<file path="src/uart_load_defs.svh">
`ifndef UART_LOAD_DEFS_SVH
`define UART_LOAD_DEFS_SVH

// Clock cycles per serial bit.
`define CLKS_PER_BIT 8

// Bytes per assembled word, and the resulting word width.
`define WORD_BYTES 4
`define WORD_BITS (`WORD_BYTES * 8)

// Word address width of the load memory.
`define MEM_ADDR_BITS 4

`endif

</file>
<file path="src/uart_load_pkg.sv">
`default_nettype none

`include "uart_load_defs.svh"

package uart_load_pkg;

    typedef logic [7:0] byte_t;

    typedef logic [`WORD_BITS-1:0] word_t;

    // The receiver waits in idle for a falling edge on the line.
    typedef enum logic [1:0] {
        rx_idle,
        rx_start,
        rx_data,
        rx_stop
    } rx_state_t;

endpackage

`default_nettype wire

</file>
<file path="src/uart_rx.sv">
`timescale 1ns/1ps
`default_nettype none

`include "uart_load_defs.svh"

module uart_rx
    import uart_load_pkg::*;
(
    input  logic  clk,
    input  logic  reset_n,
    input  logic  io_rx,
    output logic  io_data_valid,
    output byte_t io_data_packet,
    output logic  frame_error
);

    localparam int cnt_bits = $clog2(`CLKS_PER_BIT) + 1;
    localparam logic [cnt_bits-1:0] half_bit = cnt_bits'(`CLKS_PER_BIT / 2 - 1);
    localparam logic [cnt_bits-1:0] full_bit = cnt_bits'(`CLKS_PER_BIT - 1);

    logic rx_meta;
    logic rx_sync;
    logic rx_prev;

    rx_state_t state;
    logic [cnt_bits-1:0] bit_cnt;
    logic [2:0] bit_idx;
    byte_t shift_reg;

    // The idle line is high, so the synchronizer resets to one.
    always_ff @(posedge clk or negedge reset_n) begin
        if (!reset_n) begin
            rx_meta <= 1'b1;
            rx_sync <= 1'b1;
            rx_prev <= 1'b1;
        end
        else begin
            rx_meta <= io_rx;
            rx_sync <= rx_meta;
            rx_prev <= rx_sync;
        end
    end

    always_ff @(posedge clk or negedge reset_n) begin
        if (!reset_n) begin
            state <= rx_idle;
            bit_cnt <= '0;
            bit_idx <= '0;
            io_data_valid <= 1'b0;
            frame_error <= 1'b0;
        end
        else begin
            io_data_valid <= 1'b0;
            frame_error <= 1'b0;

            case (state)
                rx_idle: begin
                    bit_cnt <= '0;
                    if (rx_prev && !rx_sync) begin
                        state <= rx_start;
                    end
                end
                rx_start: begin
                    // A start bit that is gone at its middle was a glitch.
                    if (bit_cnt == half_bit) begin
                        bit_cnt <= '0;
                        bit_idx <= '0;
                        state <= rx_sync ? rx_idle : rx_data;
                    end
                    else begin
                        bit_cnt <= bit_cnt + 1'b1;
                    end
                end
                rx_data: begin
                    if (bit_cnt == full_bit) begin
                        bit_cnt <= '0;
                        bit_idx <= bit_idx + 1'b1;
                        if (bit_idx == 3'd7) begin
                            state <= rx_stop;
                        end
                    end
                    else begin
                        bit_cnt <= bit_cnt + 1'b1;
                    end
                end
                rx_stop: begin
                    if (bit_cnt == full_bit) begin
                        bit_cnt <= '0;
                        state <= rx_idle;
                        if (rx_sync) begin
                            io_data_valid <= 1'b1;
                        end
                        else begin
                            frame_error <= 1'b1;
                        end
                    end
                    else begin
                        bit_cnt <= bit_cnt + 1'b1;
                    end
                end
                default: state <= rx_idle;
            endcase
        end
    end

    // Data bits arrive least significant first.
    always_ff @(posedge clk) begin
        if (state == rx_data && bit_cnt == full_bit) begin
            shift_reg <= {rx_sync, shift_reg[7:1]};
        end
    end

    assign io_data_packet = shift_reg;

endmodule

`default_nettype wire

</file>
<file path="src/uart_word_assembler.sv">
`timescale 1ns/1ps
`default_nettype none

`include "uart_load_defs.svh"

module uart_word_assembler
    import uart_load_pkg::*;
(
    input  logic        clk,
    input  logic        reset_n,
    input  logic        io_rx,
    output logic        data_valid,
    output word_t       data_out,
    output logic [31:0] byte_address,
    output logic        frame_error
);

    localparam int count_bits = $clog2(`WORD_BYTES);
    localparam logic [count_bits-1:0] last_byte = count_bits'(`WORD_BYTES - 1);

    logic io_data_valid;
    logic io_data_valid_delayed;
    byte_t io_data_packet;

    logic [31:0] byte_address_next;
    logic en_address_increment;
    logic en_address_increment_next;

    logic [count_bits-1:0] byte_counter;
    logic [count_bits-1:0] byte_counter_next;
    logic data_valid_next;
    word_t data_out_next;

    always_ff @(posedge clk or negedge reset_n) begin
        if (!reset_n) begin
            byte_address <= '0;
            byte_counter <= '0;
            data_valid <= 1'b0;
            en_address_increment <= 1'b0;
            io_data_valid_delayed <= 1'b0;
            data_out <= '0;
        end
        else begin
            byte_address <= byte_address_next;
            byte_counter <= byte_counter_next;
            data_valid <= data_valid_next;
            en_address_increment <= en_address_increment_next;
            io_data_valid_delayed <= io_data_valid;
            data_out <= data_out_next;
        end
    end

    // The first byte only arms the increment, so byte indices start at zero.
    always_comb begin
        byte_address_next = byte_address;
        byte_counter_next = byte_counter;
        en_address_increment_next = en_address_increment;
        data_valid_next = io_data_valid && (byte_counter == last_byte);
        data_out_next = data_out;

        if (io_data_valid_delayed) begin
            byte_counter_next = byte_counter + 1'b1;
            en_address_increment_next = 1'b1;
            if (en_address_increment) begin
                byte_address_next = byte_address + 32'd1;
            end
        end

        // New bytes enter at the bottom, so the first one ends up on top.
        if (io_data_valid) begin
            data_out_next = {data_out[$bits(word_t)-$bits(byte_t)-1:0], io_data_packet};
        end
    end

    uart_rx uart_rx_inst (
        .clk(clk),
        .reset_n(reset_n),
        .io_rx(io_rx),
        .io_data_valid(io_data_valid),
        .io_data_packet(io_data_packet),
        .frame_error(frame_error)
    );

endmodule

`default_nettype wire

</file>
<file path="src/load_memory.sv">
`timescale 1ns/1ps
`default_nettype none

`include "uart_load_defs.svh"

module load_memory
    import uart_load_pkg::*;
(
    input  logic                      clk,
    input  logic                      reset_n,
    input  logic                      wr_en,
    input  logic [31:0]               byte_address,
    input  word_t                     wr_data,
    input  logic [`MEM_ADDR_BITS-1:0] rd_addr,
    output word_t                     rd_data
);

    localparam int depth = 2 ** `MEM_ADDR_BITS;

    word_t mem [depth];

    logic [31:0] word_index;
    logic [`MEM_ADDR_BITS-1:0] wr_addr;

    // Any byte of a word maps to that word's slot, wrapping at the depth.
    assign word_index = byte_address / `WORD_BYTES;
    assign wr_addr = word_index[`MEM_ADDR_BITS-1:0];

    always_ff @(posedge clk) begin
        if (wr_en) begin
            mem[wr_addr] <= wr_data;
        end
    end

    always_ff @(posedge clk or negedge reset_n) begin
        if (!reset_n) begin
            rd_data <= '0;
        end
        else begin
            rd_data <= mem[rd_addr];
        end
    end

endmodule

`default_nettype wire

</file>
<file path="src/uart_loader_top.sv">
`timescale 1ns/1ps
`default_nettype none

`include "uart_load_defs.svh"

module uart_loader_top
    import uart_load_pkg::*;
(
    input  logic                      clk,
    input  logic                      reset_n,
    input  logic                      rx,
    output logic                      word_valid,
    output word_t                     word_data,
    output logic [31:0]               word_byte_address,
    output logic                      frame_error,
    input  logic [`MEM_ADDR_BITS-1:0] rd_addr,
    output word_t                     rd_data
);

    uart_word_assembler uart_word_assembler_inst (
        .clk(clk),
        .reset_n(reset_n),
        .io_rx(rx),
        .data_valid(word_valid),
        .data_out(word_data),
        .byte_address(word_byte_address),
        .frame_error(frame_error)
    );

    // Each finished word is written straight into the memory.
    load_memory load_memory_inst (
        .clk(clk),
        .reset_n(reset_n),
        .wr_en(word_valid),
        .byte_address(word_byte_address),
        .wr_data(word_data),
        .rd_addr(rd_addr),
        .rd_data(rd_data)
    );

endmodule

`default_nettype wire

</file>
<file path="config.mk">
export PLATFORM = sky130hd
export DESIGN_NAME = uart_loader_top
export DESIGN_NICKNAME = d
export VERILOG_FILES = /design/src/uart_load_pkg.sv /design/src/uart_rx.sv /design/src/uart_word_assembler.sv /design/src/load_memory.sv /design/src/uart_loader_top.sv
export VERILOG_INCLUDE_DIRS = /design/src /design/src/src
export SDC_FILE = /design/constraint.sdc
export NUM_CORES = 1
export LEC_CHECK = 0
export ABC_AREA = 1
export BUFFER_PORTS_ARGS = -buffer_cell sky130_fd_sc_hd__buf_2
export CAP_MARGIN = 0
export CORE_ASPECT_RATIO = 0.7
export CORE_MARGIN = 3
export CORE_UTILIZATION = 50
export DETAILED_ROUTE_END_ITERATION = 16
export PLACE_DENSITY = 0.73
export SLEW_MARGIN = 20
export SYNTH_ARGS = -nofsm -noshare
export SYNTH_HDL_FRONTEND = slang
export SYNTH_HIERARCHICAL = 1
export SYNTH_SLANG_ARGS = --single-unit
</file>
<file path="constraint.sdc">
create_clock -name clk -period 6 [get_ports clk]
set_clock_uncertainty 0.1 [all_clocks]
set_input_delay 1.2 -clock clk [delete_from_list [all_inputs] [get_ports clk]]
set_output_delay 1.2 -clock clk [all_outputs]
set_load 0.01 [all_outputs]
</file>
==> results of run 1 <==
[cell usage after synthesis, types with 3 or more instances]
library cell,instances
nand4_1,9
o21ai_0,16
nand2_1,784
inv_1,442
buf_2,44
ha_1,5
dfstp_2,3
nor3_1,3
nand3b_1,8
buf_4,9
mux2_2,3
nor2_1,60
clkbuf_1,14
buf_1,16
edfxtp_1,520
xnor2_1,9
nand3_1,407
nor2_4,7
dfrtp_1,112
xor2_1,10
nand2_2,4
nor2_2,6
buf_6,28
a21oi_1,16
[cells by family after synthesis]
logic type	count (synthesis)	synth area share
buffers and inverters	559	0.0902
and+or+nand+nor	1298	0.208
xor gates and xnor gates	19	0.00617
DFF	635	0.686
AOI/OAI and AO/OA	34	0.00645
muxes	3	0.00125
adders and majority gates	5	0.00232
[path summary, 6_finish.rpt]
| kind | from | endpoint | slack, ns | cells after the start |
|---|---|---|---|---|
| worst max-delay path | rd_addr[0] | load_memory_inst/rd_data[25] | 2.87 | 8 |
| worst min-delay path | uart_word_assembler_inst/uart_rx_inst/rx_meta | uart_word_assembler_inst/uart_rx_inst/rx_sync | 0.26 | 0 |
| worst max register to register | uart_word_assembler_inst/byte_address[5] | load_memory_inst/mem[6][22] | 3.63 | 3 |
| worst min register to register | uart_word_assembler_inst/uart_rx_inst/rx_meta | uart_word_assembler_inst/uart_rx_inst/rx_sync | 0.26 | 0 |
| max in group asynchronous | reset_n | uart_word_assembler_inst/byte_address[3] | 4.05 | 2 |
| min in group asynchronous | reset_n | load_memory_inst/rd_data[19] | 0.56 | 1 |
[state kept, by name, indices dropped and copies added, names as in the netlist, named ones only]
name,count
load_memory_inst/mem,512
load_memory_inst/rd_data,32
uart_word_assembler_inst/byte_address,32
uart_word_assembler_inst/data_out,32
uart_word_assembler_inst/uart_rx_inst/io_data_packet,8
uart_word_assembler_inst/uart_rx_inst/bit_cnt,4
uart_word_assembler_inst/uart_rx_inst/bit_idx,3
uart_word_assembler_inst/byte_counter,2
uart_word_assembler_inst/data_valid,1
uart_word_assembler_inst/en_address_increment,1
uart_word_assembler_inst/io_data_valid_delayed,1
uart_word_assembler_inst/uart_rx_inst/frame_error,1
uart_word_assembler_inst/uart_rx_inst/io_data_valid,1
uart_word_assembler_inst/uart_rx_inst/rx_meta,1
uart_word_assembler_inst/uart_rx_inst/rx_prev,1
uart_word_assembler_inst/uart_rx_inst/rx_sync,1
uart_word_assembler_inst/uart_rx_inst/state,1
[power by group]
| group | switching [W] | internal, W | total (W) |
|---|---|---|---|
| Combinational | 0.000347 | 0.000149 | 0.000495 |
| Sequential | 0.000103 | 0.00484 | 0.00494 |
| Clock | 0.00161 | 0.00229 | 0.00390 |
| Total | 0.00206 | 0.00727 | 0.00934 |
[per-stage QoR]
step           hold slack (ns)  worst slack, ns  instances  total power [W]
2_1_floorplan            0.245             3.38       2553          0.00534
3_3_place_gp             0.252             2.34       3291          0.00549
3_5_place_dp             0.248             2.32       3291          0.00552
5_1_grt                  0.260             2.73       3401          0.00965
6_report                 0.258             2.87       3401          0.00934
4_1_cts                  0.259             2.92       3401          0.00940
[cell type report]
cell class,instances,area (sq um)
clock inverter,33,457
fill,4293,22700
sequential,635,18500
clock buffer,77,1570
timing repair buffer,131,751
multi-input combinational,1359,6160
inverter,446,1690
tap,720,901
[worst max-delay path, cell delays in order]
cell and delay, ns:
buf_6 0.27, inv_6 0.84, buf_12 0.50, nand2_1 0.11
nand3_1 0.11, nand3_1 0.14, nand3_1 0.12, nand2_1 0.06
[metal layers]
| layer | part of all wire | vias to the layer above | routed length, microns | GRT usage |
|---|---|---|---|---|
| li1 | - | 8362 | - | - |
| met3 | 0.093 | 115 | 5890 | 0.0439 |
| met5 | 0 | - | 0 | 0 |
| met1 | 0.42 | 8656 | 26700 | 0.312 |
| met2 | 0.46 | 822 | 29100 | 0.351 |
| met4 | 0.022 | 0 | 1380 | 0.0616 |
==> qor.yml, run 1 <==
cts_tree: "yes"
numClockSinks: 635
crit_path_end_kind: "flip-flop"
setup_viol: 0
rsz0062_at_grt: "no"
drt-wirelength-per-cell_microns: 18.5
placementRows: 70
cts_hold_buf: 0
drive_above_1_share: 0.102
post-cts-setup-buffers: 0
io_pins: 105
dr.first_iter.drc_count: 1896
leakagePower_nw: 13.3
die_area_sq_mm: 0.0568
core_sq_mm: 0.0527
viasPerCell: 5.28
overflow: 0
slew_headroom: 0.210
grt_pass1_vias: 17368
synth-edff-count: 520
crit_type: "in -> reg"
clk_pin_slew_ns: 0.07
synth_largest_area_cell: "edfxtp_1"
critPathMaxFanout: 140
cts_buffers: 58
netlist_top_cells_area: "edfxtp_1 (58%), nand2_1 (11%), dfrtp_1 (10%)"
synth_cell_types: 39
run_status: "completed"
clockBufferDepth: 3
yosysTopAreaCellShare: 0.579
yosysSeqAreaShare: 0.686
fin_crit_sh: 0.521
syn_nets: 2565
finalMaxSlewViolations: 0
grt_pass1_wl_mm: 98.3
synth-seq-cells: 635
antennaDiodeCount: 0
layout.cells.most_common_list: "nand2_1 (784), edfxtp_1 (520), inv_1 (441)"
place_congestion: 0.804
port-buffer-count: 104
dp_hpwl_mm: 32.6
dr.pass1.iters: 6
routed_wl_mm: 63.1
hp-class: "reg -> reg"
cts-root-buf: "clkbuf_16"
synth_area_sq_mm: 0.0270
tns_ns: 0
initial_utilization: 0.511
post_cts_resized: 0
fin_util: 0.569
p_per_area_mw_per_mm2: 311
drt_drc_violations_left: 0
syn_inst: 2553
final_area_sq_mm: 0.0300
avgSynthCellArea_sq_um: 10.6
hold_viol: 0
start_kind: "input pin"
tightest_slew_ns: 1.19
place_area_sq_mm: 0.0280
layout_commonest_cell: "nand2_1"
h-tree-depth: 2
drv_cap: 0
required_ns: 6.41
ir_drop_v: 0.000218
grtUsageTotal: 0.220
min_period_ns: 3.13
die_w_microns: 284
nNetsFinal: 2643
area_delta_synth_final_pct: 11.3
dr_total_vias: 17955
synth-async-reset-ratio: 0.181
antenna_found_initial: 0
synth_ff_type: "edfxtp_1"
crit_arrival_ns: 3.53
fp.dieH_microns: 200
max_freq_mhz: 320
ant_nets: 0
insertion_delay_ns: 0.62
grt_max_degree: 141
synth_warnings: 6
Note: power is estimated with default switching activity, not from simulation.
==> run 2: changes to the inputs <==
--- a/config.mk
+++ b/config.mk
@@ -6,7 +6,7 @@
 export SDC_FILE = /design/constraint.sdc
 export NUM_CORES = 1
 export LEC_CHECK = 0
-export ABC_AREA = 1
+export ABC_AREA = 0
 export BUFFER_PORTS_ARGS = -buffer_cell sky130_fd_sc_hd__buf_2
 export CAP_MARGIN = 0
 export CORE_ASPECT_RATIO = 0.7
==> constraint.sdc (replaced) <==
create_clock -name clk -period 3 [get_ports clk]
set_clock_uncertainty 0.1 [all_clocks]
set_input_delay 0.6 -clock clk [delete_from_list [all_inputs] [get_ports clk]]
set_output_delay 0.6 -clock clk [all_outputs]
set_load 0.01 [all_outputs]
==> qor.yml, run 2 <==
tightest_slew_ns: 1.10  # -0.0828 ns
start_kind: "flip-flop"
crit_chain: "buf_2"
synthAdderAreaFrac: 0.00263  # +0.000310
crit_type: "reg -> out"
synth_cell_types: 47  # +21%
dr.pass1.iters: 5  # -1
syn_nets: 1126  # -56%
leakagePower_nw: 9.97  # -25%
crit_path_end_kind: "output port"
port-buffer-count: 104  # unchanged
netlist_top_cells_area: "edfxtp_1 (66%), mux4_2 (12%), dfrtp_1 (12%)"
syn_inst: 1114  # -56%
hold_viol: 0  # unchanged
grtUsageTotal: 0.211  # -0.00937
io_pins: 105  # unchanged
clk_pin_slew_ns: 0.06  # about the same
area_delta_synth_final_pct: 15.6
clockBufferDepth: 3  # unchanged
dr.first_iter.drc_count: 1239  # -35%
antennaDiodeCount: 0  # unchanged
p_per_area_mw_per_mm2: 669  # +120%
rr_endpoint: "load_memory_inst/mem[11][27]"
place_congestion: 0.775  # -3.6%
synth_mux_area_frac: 0.137  # +0.136
avgSynthCellArea_sq_um: 21.3  # +100%
dr_total_vias: 11729  # -35%
routed_wl_mm: 51.9  # -18%
crit_cells: 1  # -7
viasPerCell: 6.08  # +15%
initial_utilization: 0.509  # -0.00258
max_stage_delay_ns: 0.82  # -0.02 ns
r2r-start: "uart_word_assembler_inst/byte_address[3]"
fin_crit_sh: 0.795
required_ns: 2.30  # -4.11 ns
synth_xor_xnor_area_share: 0.0122  # +0.00598
cts_buffers: 56  # -3.4%
worst-r2r-setup-slack_ns: 0.62  # -3.01 ns
yosysSeqAreaShare: 0.778  # +0.0918
yosys.area_share.simple: 0.0331  # -0.175
startpoint: "uart_word_assembler_inst/data_out[23]"
min_period_ns: 2.38
insertion_delay_ns: 0.59  # -0.03 ns
ant_nets: 0  # unchanged
synth_commonest_cells: "edfxtp_1 (520), mux4_2 (128), dfrtp_1 (112)"
nNetsFinal: 1281  # -52%
switching_share: 0.211  # -0.0104
dp_hpwl_mm: 28.8  # -12%
layout.cells.most_common_list: "edfxtp_1 (520), mux4_2 (128), dfrtp_1 (111)"
core_sq_mm: 0.0467  # -11%
grt_pass1_vias: 11933  # -31%
synth-seq-cells: 635  # unchanged
p_int_w: 0.0145  # +100%
p_sw_w: 0.00388  # +88%
numClockSinks: 635  # unchanged
ir_drop_v: 0.000448  # +110%
drv_cap: 0  # unchanged
ff2ff_path_depth: 3  # unchanged
top_register: "load_memory_inst/mem"
synth_top_family_by_area: "multiplexers"
max_freq_mhz: 419
final_area_sq_mm: 0.0275  # -8.4%
rsz0062_at_grt: "no"
layout_commonest_cell: "edfxtp_1"
p_clk_frac: 0.408  # -0.010
cts-root-buf: "clkbuf_16"
critPathMaxFanout: 19  # -86%
pre_cts_slack_ns: 0.563  # -1.76 ns
p_seq_frac: 0.550  # +0.021
synth-edff-count: 520  # unchanged
critPathSlowestCell: "dfrtp_1"
comb_power_share: 0.041  # -0.012
hp-class: "reg -> reg"
fin_ws_ns: 0.615  # -2.26 ns
finalMaxSlewViolations: 0  # unchanged
fillCellCount: 3321  # -23%
setup_viol: 0  # unchanged
grt_pass1_wl_mm: 78.3  # -20%
place_area_sq_mm: 0.0255  # -8.8%
drive_above_1_share: 0.334  # +0.232
yosysTopAreaCellShare: 0.657  # +0.0775
synth_warnings: 6  # unchanged
slew_headroom: 0.265  # +0.0552
synth_most_common_cell: "edfxtp_1"
critical_path.top_delay_family: "flip-flops"
drt-wirelength-per-cell_microns: 26.9  # +45%
crit_arrival_ns: 1.68  # -1.85 ns
synth_area_sq_mm: 0.0238  # -12%
largest_reg_flops: 512  # unchanged
synth_largest_area_cell: "edfxtp_1"
overflow: 0  # unchanged
placementRows: 66  # -5.7%
die_area_sq_mm: 0.0503  # -12%
fp.dieH_microns: 188  # -5.9%
synth_ff_type: "edfxtp_1"
crit_path_end: "word_data[23]"
h-tree-depth: 2  # unchanged
run_status: "completed"
synth-async-reset-ratio: 0.181  # unchanged
cp_num_buf_inv: 1  # -2
grt_max_degree: 56  # -60%
antenna_found_initial: 1  # +1
synth_compound_area_frac: 0.0248  # +0.0183
die_w_microns: 267  # -6.0%
tns_ns: 0  # unchanged
drt_drc_violations_left: 0  # unchanged
cts_tree: "yes"
## run 2: metrics by stage
step	utilization	std cells	hold WS (ns)	total power (W)
after floorplan	-	1114	0.204	0.0107
after global placement	0.546	1821	0.247	0.0110
after detailed placement	0.546	1821	0.247	0.0111
after CTS	0.588	1929	0.257	0.0185
after global routing	0.588	1929	0.263	0.0190
final	0.588	1929	0.257	0.0184
## run 2: cell type report
class,count,area (sq um),area share
Sequential cell,635,18500,0.673
Multi-Input combinational cell,419,5150,0.187
Clock buffer,71,1530,0.0556
Timing Repair Buffer,150,1110,0.0405
Tap cell,612,766,0.0278
Clock inverter,35,412,0.0150
Inverter,7,26.3,0.000956
## run 2: metal layers
metal	part of all wire	routed length, microns	GRT usage
met1	0.44	22700	0.324
met2	0.47	24200	0.320
met3	0.079	4110	0.0419
met4	0.015	770	0.0445
met5	0	0	0
## run 2: power by group through the flow
stage          Combinational, W  Sequential, W  Clock (W)
5_1_grt                0.000837         0.0102    0.00802
4_1_cts                0.000782         0.0101    0.00763
3_3_place_gp           0.000750         0.0103          0
2_1_floorplan          0.000496         0.0102          0
6_report               0.000762         0.0101    0.00751
3_5_place_dp           0.000778         0.0103          0
## run 2: repair_timing
action	4_1_cts	5_1_grt
hold buffers	2	0
setup buffers	0	0
gates resized for setup	0	0
endpoints found under the hold margin	54	0
## run 2: worst min path at each step
stage          cells after the start  slack, ns                                            end                                           from
2_1_floorplan                      0       0.20                    load_memory_inst/rd_data[0]                                        reset_n
3_3_place_gp                       0       0.25  uart_word_assembler_inst/uart_rx_inst/rx_sync  uart_word_assembler_inst/uart_rx_inst/rx_meta
3_5_place_dp                       0       0.25  uart_word_assembler_inst/uart_rx_inst/rx_sync  uart_word_assembler_inst/uart_rx_inst/rx_meta
4_1_cts                            0       0.26  uart_word_assembler_inst/uart_rx_inst/rx_sync  uart_word_assembler_inst/uart_rx_inst/rx_meta
5_1_grt                            0       0.26  uart_word_assembler_inst/uart_rx_inst/rx_sync  uart_word_assembler_inst/uart_rx_inst/rx_meta
6_report                           0       0.26  uart_word_assembler_inst/uart_rx_inst/rx_sync  uart_word_assembler_inst/uart_rx_inst/rx_meta
## run 2: logic make-up (layout without fill, tap and decap cells)
family / after synthesis / after routing
flops: 635 / 635
fa+ha+maj: 5 / 5
xor+xnor: 33 / 33
buf+inv: 60 / 263
mux: 162 / 162
simple gates: 140 / 140
compound gates: 79 / 79
